===== src/hw/frv_pkg.sv =====
// --------------------
// Decode operand package
// Pipeline widths, register count and the stage-hit vector type
// shared by the register file, hazard detection and forwarding logic
// --------------------

`default_nettype none

package frv_pkg;

    // --------------------
    // Widths and counts

    localparam int XLEN       = 32; // Data word width
    localparam int REG_ADDR_W = 5;  // GPR address width
    localparam int NUM_REGS   = 32; // x0 .. x31
    localparam int FWD_STAGES = 3;  // s2, s3 and s4 checked

    // Position of each downstream stage in a hit vector
    localparam int HIT_S2 = 0; // Execute
    localparam int HIT_S3 = 1; // Memory
    localparam int HIT_S4 = 2; // Writeback

    // --------------------
    // Shared types

    typedef logic [XLEN-1:0]       word_t;      // One data word
    typedef logic [REG_ADDR_W-1:0] reg_addr_t;  // GPR address
    typedef logic [FWD_STAGES-1:0] stage_hit_t; // One flag per stage

endpackage

`default_nettype wire


===== src/hw/decode_operands.sv =====
// --------------------
// Decode operand supply
// Register file, hazard compare and forwarding for the decode stage
// of the five-stage pipeline; all outputs are combinational
// --------------------

`default_nettype none

module decode_operands
    import frv_pkg::*;
(
    input  wire logic      g_clk,     // Core clock
    input  wire logic      rst,       // Sync reset, active high
    input  wire reg_addr_t rs1_addr,  // Decode source 1
    input  wire reg_addr_t rs2_addr,  // Decode source 2
    input  wire logic      s1_valid,  // Decode holds an instruction
    input  wire logic      s2_busy,   // Execute is busy
    input  wire reg_addr_t s2_rd,     // Execute destination
    input  wire word_t     s2_wdata,  // Execute result
    input  wire logic      s2_load,   // Load in execute
    input  wire logic      s2_csr,    // CSR op in execute
    input  wire reg_addr_t s3_rd,     // Memory destination
    input  wire word_t     s3_wdata,  // Memory result
    input  wire logic      s3_load,   // Load in memory
    input  wire logic      s3_csr,    // CSR op in memory
    input  wire logic      s4_load,   // Load in writeback
    input  wire logic      s4_csr,    // CSR op in writeback
    input  wire logic      gpr_wen,   // GPR write enable
    input  wire reg_addr_t gpr_rd,    // GPR write address
    input  wire word_t     gpr_wdata, // GPR write data
    output word_t          rs1_data,  // Operand 1 to decode
    output word_t          rs2_data,  // Operand 2 to decode
    output logic           bubble     // Hold decode
);

    // --------------------
    // Internal wiring

    word_t      rs1_rdata; // Raw register file reads
    word_t      rs2_rdata;
    stage_hit_t rs1_hit;   // Per-stage address matches
    stage_hit_t rs2_hit;

    // --------------------
    // Register file

    gpr_file gpr_file_i (
        .g_clk     (g_clk),
        .rst       (rst),
        .rs1_addr  (rs1_addr),
        .rs2_addr  (rs2_addr),
        .wen       (gpr_wen),   // Writeback port
        .rd_addr   (gpr_rd),
        .rd_wdata  (gpr_wdata),
        .rs1_rdata (rs1_rdata),
        .rs2_rdata (rs2_rdata)
    );

    // --------------------
    // Hazard compare

    hazard_detect hazard_detect_i (
        .rs1_addr (rs1_addr),
        .rs2_addr (rs2_addr),
        .s2_rd    (s2_rd),
        .s3_rd    (s3_rd),
        .gpr_wen  (gpr_wen),  // s4 valid only while writing
        .gpr_rd   (gpr_rd),
        .rs1_hit  (rs1_hit),
        .rs2_hit  (rs2_hit)
    );

    // --------------------
    // Forwarding and bubble

    operand_select operand_select_i (
        .rs1_rdata (rs1_rdata),
        .rs2_rdata (rs2_rdata),
        .rs1_hit   (rs1_hit),
        .rs2_hit   (rs2_hit),
        .s2_wdata  (s2_wdata),
        .s3_wdata  (s3_wdata),
        .gpr_wdata (gpr_wdata), // Same-cycle write bypass
        .s1_valid  (s1_valid),
        .s2_busy   (s2_busy),
        .s2_load   (s2_load),
        .s3_load   (s3_load),
        .s4_load   (s4_load),
        .s2_csr    (s2_csr),
        .s3_csr    (s3_csr),
        .s4_csr    (s4_csr),
        .rs1_data  (rs1_data),
        .rs2_data  (rs2_data),
        .bubble    (bubble)
    );

endmodule

`default_nettype wire


===== src/hw/gpr_file.sv =====
// --------------------
// General purpose register file
// 31 writable words plus hard-wired x0, two combinational read
// ports and one write port that lands on the clock edge
// --------------------

`default_nettype none

module gpr_file
    import frv_pkg::*;
(
    input  wire logic      g_clk,     // Core clock
    input  wire logic      rst,       // Sync reset, active high
    input  wire reg_addr_t rs1_addr,  // Source 1 address
    input  wire reg_addr_t rs2_addr,  // Source 2 address
    input  wire logic      wen,       // Write enable
    input  wire reg_addr_t rd_addr,   // Destination address
    input  wire word_t     rd_wdata,  // Write data
    output word_t          rs1_rdata, // Source 1 read data
    output word_t          rs2_rdata  // Source 2 read data
);

    // --------------------
    // Storage

    word_t regs [1:NUM_REGS-1]; // x0 has no storage

    always_ff @(posedge g_clk) begin
        if (rst) begin
            for (int i = 1; i < NUM_REGS; i++) begin
                regs[i] <= '0; // Clear every writable register
            end
        end else if (wen && (rd_addr != '0)) begin
            regs[rd_addr] <= rd_wdata; // Writes to x0 dropped
        end
    end

    // --------------------
    // Read ports

    // x0 decoded here so the array is never indexed at zero
    assign rs1_rdata = (rs1_addr == '0) ? '0 : regs[rs1_addr];
    assign rs2_rdata = (rs2_addr == '0) ? '0 : regs[rs2_addr];

    // --------------------
    // Checks

    // A write aimed at x0 leaves every word a held read port sees unchanged
    a_x0_write_dropped: assert property (
        @(posedge g_clk) disable iff (rst)
        (wen && (rd_addr == '0)) |=>
            (!$stable(rs1_addr) || $stable(rs1_rdata)) &&
            (!$stable(rs2_addr) || $stable(rs2_rdata))
    );

endmodule

`default_nettype wire


===== src/hw/hazard_detect.sv =====
// --------------------
// Data hazard detection
// Compares both decode source addresses with the destinations held
// in execute, memory and writeback; one hit vector per source
// --------------------

`default_nettype none

module hazard_detect
    import frv_pkg::*;
(
    input  wire reg_addr_t rs1_addr, // Decode source 1
    input  wire reg_addr_t rs2_addr, // Decode source 2
    input  wire reg_addr_t s2_rd,    // Execute destination
    input  wire reg_addr_t s3_rd,    // Memory destination
    input  wire logic      gpr_wen,  // Writeback is writing
    input  wire reg_addr_t gpr_rd,   // Writeback destination
    output stage_hit_t     rs1_hit,  // Source 1 hits per stage
    output stage_hit_t     rs2_hit   // Source 2 hits per stage
);

    // --------------------
    // Address compare

    // x0 is never a real dependency, so a zero source never matches
    function automatic logic addr_match(reg_addr_t src, reg_addr_t dst);
        return (src == dst) && (src != '0);
    endfunction

    logic rs1_s2; // Source 1 vs execute
    logic rs1_s3; // Source 1 vs memory
    logic rs1_s4; // Source 1 vs writeback
    logic rs2_s2; // Source 2 vs execute
    logic rs2_s3; // Source 2 vs memory
    logic rs2_s4; // Source 2 vs writeback

    assign rs1_s2 = addr_match(rs1_addr, s2_rd);
    assign rs1_s3 = addr_match(rs1_addr, s3_rd);
    assign rs1_s4 = addr_match(rs1_addr, gpr_rd) && gpr_wen; // Live write only

    assign rs2_s2 = addr_match(rs2_addr, s2_rd);
    assign rs2_s3 = addr_match(rs2_addr, s3_rd);
    assign rs2_s4 = addr_match(rs2_addr, gpr_rd) && gpr_wen;

    // --------------------
    // Hit vectors

    always_comb begin
        rs1_hit         = '0;
        rs1_hit[HIT_S2] = rs1_s2; // Newest result
        rs1_hit[HIT_S3] = rs1_s3;
        rs1_hit[HIT_S4] = rs1_s4; // Oldest in flight
    end

    always_comb begin
        rs2_hit         = '0;
        rs2_hit[HIT_S2] = rs2_s2;
        rs2_hit[HIT_S3] = rs2_s3;
        rs2_hit[HIT_S4] = rs2_s4;
    end

    // --------------------
    // Checks

    always_comb begin
        a_rs1_zero_no_hit: assert #0 ((rs1_addr != '0) || (rs1_hit == '0));
        a_rs2_zero_no_hit: assert #0 ((rs2_addr != '0) || (rs2_hit == '0));
    end

endmodule

`default_nettype wire


===== src/hw/operand_select.sv =====
// --------------------
// Operand forwarding and bubble
// Picks the newest in-flight value for each source and decides
// whether decode has to hold this cycle
// --------------------

`default_nettype none

module operand_select
    import frv_pkg::*;
(
    input  wire word_t      rs1_rdata, // Register file source 1
    input  wire word_t      rs2_rdata, // Register file source 2
    input  wire stage_hit_t rs1_hit,   // Source 1 stage hits
    input  wire stage_hit_t rs2_hit,   // Source 2 stage hits
    input  wire word_t      s2_wdata,  // Execute result
    input  wire word_t      s3_wdata,  // Memory result
    input  wire word_t      gpr_wdata, // Writeback result
    input  wire logic       s1_valid,  // Decode holds an instruction
    input  wire logic       s2_busy,   // Execute is busy
    input  wire logic       s2_load,   // Load in execute
    input  wire logic       s3_load,   // Load in memory
    input  wire logic       s4_load,   // Load in writeback
    input  wire logic       s2_csr,    // CSR op in execute
    input  wire logic       s3_csr,    // CSR op in memory
    input  wire logic       s4_csr,    // CSR op in writeback
    output word_t           rs1_data,  // Forwarded source 1
    output word_t           rs2_data,  // Forwarded source 2
    output logic            bubble     // Decode must hold
);

    // --------------------
    // Forwarding mux

    // Youngest stage wins, register file is the fallback
    function automatic word_t pick_operand(
        stage_hit_t hit,
        word_t      s2_val,
        word_t      s3_val,
        word_t      s4_val,
        word_t      rf_val
    );
        if (hit[HIT_S2]) return s2_val;
        if (hit[HIT_S3]) return s3_val;
        if (hit[HIT_S4]) return s4_val;
        return rf_val;
    endfunction

    assign rs1_data = pick_operand(rs1_hit, s2_wdata, s3_wdata, gpr_wdata, rs1_rdata);
    assign rs2_data = pick_operand(rs2_hit, s2_wdata, s3_wdata, gpr_wdata, rs2_rdata);

    // --------------------
    // Bubble terms

    logic bubble_no_instr; // Nothing to decode
    logic bubble_from_s2;  // Load or CSR hazard in execute
    logic bubble_from_s3;  // Same for memory
    logic bubble_from_s4;  // Same for writeback

    assign bubble_no_instr = !s1_valid && !s2_busy;

    // Load data not ready yet; CSR ops always serialise
    assign bubble_from_s2 = s2_csr || (s2_load && (rs1_hit[HIT_S2] || rs2_hit[HIT_S2]));
    assign bubble_from_s3 = s3_csr || (s3_load && (rs1_hit[HIT_S3] || rs2_hit[HIT_S3]));
    assign bubble_from_s4 = s4_csr || (s4_load && (rs1_hit[HIT_S4] || rs2_hit[HIT_S4]));

    assign bubble = bubble_no_instr || bubble_from_s2 || bubble_from_s3 || bubble_from_s4;

    // --------------------
    // Checks

    // Quiet pipeline means only an empty decode can stall
    always_comb begin
        a_idle_bubble: assert #0 (
            s2_load || s3_load || s4_load ||
            s2_csr  || s3_csr  || s4_csr  ||
            (rs1_hit != '0) || (rs2_hit != '0) ||
            (bubble == (!s1_valid && !s2_busy))
        );
    end

endmodule

`default_nettype wire


===== config.mk =====
export PLATFORM = sky130hd
export DESIGN_NAME = decode_operands
export DESIGN_NICKNAME = d
export VERILOG_FILES = /design/src/hw/frv_pkg.sv /design/src/hw/decode_operands.sv /design/src/hw/gpr_file.sv /design/src/hw/hazard_detect.sv /design/src/hw/operand_select.sv
export SDC_FILE = /design/constraint.sdc
export NUM_CORES = 2
export LEC_CHECK = 0
export BUFFER_PORTS_ARGS = -buffer_cell sky130_fd_sc_hd__buf_4
export CAP_MARGIN = 0
export CORE_UTILIZATION = 31
export DETAILED_ROUTE_END_ITERATION = 10
export SLEW_MARGIN = 40
export SYNTH_ARGS = -nofsm -noshare
export SYNTH_HDL_FRONTEND = slang
export SYNTH_SLANG_ARGS = --single-unit

===== constraint.sdc =====
create_clock -name g_clk -period 3 [get_ports g_clk]
set_input_delay 0.3 -clock g_clk [delete_from_list [all_inputs] [get_ports g_clk]]
set_output_delay 0.3 -clock g_clk [all_outputs]
set_load 0.005 [all_outputs]

* Yosys cells after proc, flatten, opt, wreduce, memory -nomap -nowiden
Memory sizes are Yosys's and may differ from the RTL's.
Cells that the tools add are included.
** Operators by class
- Eq/ne operators :: 6
- Mux-type cells :: 34
- Reductions and logical operators :: 30
** Operator list (count)
- $mux W32 :: 15
- $reduce_or A32 Y1 :: 1
- $eq A5 B5 Y1 :: 6
- $mux W1 :: 18
- $reduce_bool A5 Y1 :: 3
- $logic_and A1 B1 Y1 :: 13
- $logic_not A5 Y1 :: 2
- $logic_or A1 B1 Y1 :: 9
- $mux W5 :: 1
- $logic_not A1 Y1 :: 2
** Storage, ports and cells
- Output and inout bits :: 65
- Word-level logic and storage cells :: 71
- Memories kept :: 1
- Input bits :: 132
- Bits in writable memories :: 992
- Register bits :: 0
** Memories
- gpr_file_i.regs :: words 31, width 32, rd ports 2, clocked after Yosys merged registers in 0, write ports 31, line gpr_file.sv:26 : word_t regs [1:NUM_REGS-1];

* Depth between registers and ports, before layout
- Depth after elaboration :: 9
- Gate-level depth with buffers :: 11

* By module
A second synthesis with hierarchy kept.
** Second synthesis, totals
- Cells, all modules :: 4109
- Area, all modules :: 57462.6 um2
** By module, submodules not included
- gpr_file :: sequential area each 30749.5 um2, times used 1, cells an instance 3765, area each 54631.1 um2
- operand_select :: sequential area each 0.0 um2, times used 1, cells an instance 292, area each 2426.1 um2
- hazard_detect :: sequential area each 0.0 um2, times used 1, cells an instance 52, area each 405.4 um2

* Least setup slack after synthesis
No wires, ideal clock.
- Kind :: input to output
- Start point :: in rs1_addr[1]
- End point :: out rs1_data[11]
- Buffers on the path :: 4
- Stages on the path :: 9
- Path slack :: 0.558 ns
- Data arrival time :: 2.142 ns
- Cell sequence :: buf_2 > buf_4 > buf_2 > buf_2 > mux4_2 > a211oi_1 > a211oi_1 > a2111oi_0 > nor2_1
** On the way
- Cells in the longest elaborated chain, start to end :: 9
- Elaborated cells between the ends (all ways) :: 22
- Classes of those cells :: eq/ne: 3; mux: 12; reduce/logical: 6; memory: 1
** RTL lines
- start: declaration :: line decode_operands.sv:14 : input wire reg_addr_t rs1_addr,
- parallel branches: the longest is 8 deep, another holds $mem_v2 Z31 W32
- $mux W32 (*) :: line operand_select.sv:44 : if (hit[HIT_S3]) return s3_val;
- end: declaration :: line decode_operands.sv:31 : output word_t rs1_data,
Mark *: on every way between the ends. The select of a mux whose other input is x is not followed.

==> results.json <==
{
  "outcome": "complete, but fails checks",
  "violations": "negative setup slack",
  "drc": 0,
  "dp_hpwl_um": 144800,
  "ant_nets": 0,
  "maxCapViolCount": 0,
  "viasPerCell": 5.711,
  "post-route-period-util_pct": 103.6,
  "grt_max_degree": 38,
  "max_freq_ghz": 0.3216,
  "finalNetCount": 4677,
  "drtIter0Drc": 5801,
  "ys.flop_type": "edfxtp_1",
  "synth_top_area_cell": "edfxtp_1",
  "top_register": "gpr_file_i.regs",
  "final_layout_size_suffix_gt1_share_pct": 35.14,
  "cts-root-buf": "clkbuf_16",
  "synth-async-reset-ratio_pct": 0,
  "wl_per_cell_um": 31.50,
  "slowest_stage": "mux4_2",
  "drt-pass1-iter-count": 6,
  "rows": 157,
  "path_max_fanout": 2,
  "dieWidth_um": 431.1,
  "maxSlewHeadroom_pct": 34.66,
  "worstPathCellList": "mux4_2, nor2b_1, a211oi_2, a211oi_2, a2111oi_4, nor2_1, buf_4",
  "critical_path_arrival_ps": 2810,
  "numCtsBuffers": 112,
  "cellPowerDensity_mw_per_mm2": 523.6,
  "grt_pass1_wl_um": 310100,
  "reg.largest.list": "gpr_file_i.regs (1024)",
  "path_class": "flip-flop to primary output",
  "dieArea_mm2": 0.1858,
  "hp-class": "primary input to flip-flop",
  "antenna_found_initial": 22,
  "p_leak_nw": 25.22,
  "timing.final.ws_setup_ps": -109.3,
  "clk_pin_slew_worst_paths_ps": 60,
  "synth_warnings": 0,
  "cp_slowest_stage_delay_ps": 470,
  "netlist_area_mm2": 0.05708,
  "finalCriticalPeriod_ps": 3109,
  "finalSetupViolations": 15,
  "cts_tree": "yes",
  "overflow": 0,
  "crit_path_end_kind": "primary output",
  "postSynthAreaPerCell_um2": 13.84,
  "place_congestion": 0.9461,
  "initial_core_util_pct": 31.21,
  "cts_num_sinks": 1024,
  "crit_top_cell": "a211oi_2",
  "whs_ps": 38.50,
  "crit_path_start_kind": "flip-flop",
  "cts_max_level": 3,
  "syn2layout_area_growth_pct": 24.34,
  "irDropWorstVdd_mv": 0.5087,
  "wl_um": 224400,
  "hold_viol": 0,
  "cp.required_ps": 2700,
  "portBuffers": 196,
  "synth-edff-count": 1024,
  "vias": 40671,
  "ys_seq_area_share_pct": 53.87,
  "core_mm2": 0.1829,
  "synthTopCellsByArea": "edfxtp_1, mux4_2, and2_1",
  "final_max_slew_viol_count": 0,
  "synth-seq-cells": 1024,
  "cts_buffer_depth": 3,
  "fp.dieH_um": 431.1,
  "worst_slew_pin_slew_ps": 978.1,
  "grt_setup_unrepaired": "yes",
  "synth_top_area_share_pct": 53.87,
  "ioPinCount": 197,
  "largest_reg_flops": 1024,
  "synthCells": 4123,
  "synth.distinct_cells": 47,
  "grt_pass1_vias": 40334,
  "place_ws_ps": -370.2,
  "grt_usage_pct": 23.58
}
==> layout make-up <==
| class | count | area (um2) |
|---|---|---|
| Fill cell | 16940 | 111900 |
| Inverter | 35 | 131.4 |
| Antenna cell | 17 | 42.54 |
| Timing Repair Buffer | 720 | 6802 |
| Clock inverter | 75 | 681.9 |
| Tap cell | 2464 | 3083 |
| Multi-Input combinational cell | 2652 | 26550 |
| Clock buffer | 135 | 2932 |
| Sequential cell | 1024 | 30750 |
==> per-stage QoR <==
step	setup TNS [ps]	power [mW]	instances	instance area (um2)	utilization, %
finish	-630.0	37.16	7122	70970	38.80
global route	-2007	37.99	7114	70950	38.79
CTS	-1068	36.91	7097	70070	38.31
detailed placement	-8367	22.84	6873	65000	35.54
global placement	-9610	22.77	6872	64980	35.53
floorplan	0	19.96	4154	57190	-
==> worst max-delay path: cells and delay by family (launching register included) <==
| family | cells | cell delay [ps] |
|---|---|---|
| flops | 1 | 410 |
| simple gates | 2 | 270 |
| buf+inv | 1 | 160 |
| compound gates | 3 | 760 |
| mux | 1 | 470 |
==> kinds of logic after synthesis <==
logic type	share of synthesized area, %
xor gates and xnor gates	0.4604
muxes	20.94
DFF	53.87
other	0.006570
AOI/OAI and AO/OA	7.350
and+or+nand+nor	13.43
buffers and inverters	3.942
==> report_power, final <==
part | internal [mW] | leakage, nW | switching (mW)
Combinational | 2.79 | 13.7 | 3.51
Sequential | 16.5 | 9.75 | 0.406
Clock | 7.81 | 1.76 | 6.11
Total | 27.1 | 25.2 | 10.0
==> cell usage after synthesis (2+ instances only) <==
master,number
a2111oi_0,12
nand4_1,2
mux4_2,369
or2_2,32
edfxtp_1,1024
mux2_2,12
nand3b_1,5
nor2b_1,38
a221oi_1,157
o21ai_1,4
o21bai_1,2
a22oi_1,39
nand2b_1,11
clkbuf_1,301
nor3b_1,16
and2_1,1002
buf_2,58
nand2_1,21
xnor2_1,19
inv_1,35
buf_4,46
a221o_1,15
nor2_1,103
buf_6,28
a21oi_1,124
a2111oi_2,19
o22ai_1,32
nor3_1,25
o21ai_0,92
or3_1,4
mux2i_1,350
a211oi_1,84
xor2_1,11
buf_1,10
o211ai_1,3
nand3_1,7
==> layout by cell type, fill, tap and decap left out, types with 59 or more instances in the layout <==
| cell type | Yosys | final |
|---|---|---|
| edfxtp_1 | 1024 | 1024 |
| a21oi_1 | 124 | 69 |
| clkbuf_16 | 0 | 115 |
| mux4_2 | 369 | 369 |
| and2_1 | 1002 | 999 |
| a221oi_2 | 0 | 65 |
| a221oi_1 | 157 | 91 |
| buf_4 | 46 | 593 |
| mux2i_1 | 350 | 333 |
| nor2_1 | 103 | 62 |
| o21ai_0 | 92 | 59 |
| buf_12 | 0 | 96 |
==> final timing paths <==
path,from,to,slack [ps],cells after the start
worst max-delay path,gpr_file_i.regs[0][22],rs1_data[22],-110,7
worst min-delay path,gpr_wdata[5],gpr_file_i.regs[0][5],40,1
==> per-layer routing <==
layer  vias to the layer above  GRT usage (%)  wire length [um]  part of all wire [%]
li1                      16673              -                 -                     -
met1                     20751          29.52             81470                    36
met2                      2626          37.29            102400                    46
met3                       617          4.929             24650                    11
met4                         4          14.59             15770                   7.0
met5                         -              0                27                 0.012
==> timing repair <==
item | CTS | global route
pin swaps | 134 | 93
gates cloned | 0 | 1
hold buffers | 14 | 0
hold endpoints to repair | 14 | 0
resized for setup | 253 | 155
setup endpoints to repair | 64 | 59
buffers inserted | 15 | 12
(Power assumes the default switching activity.)
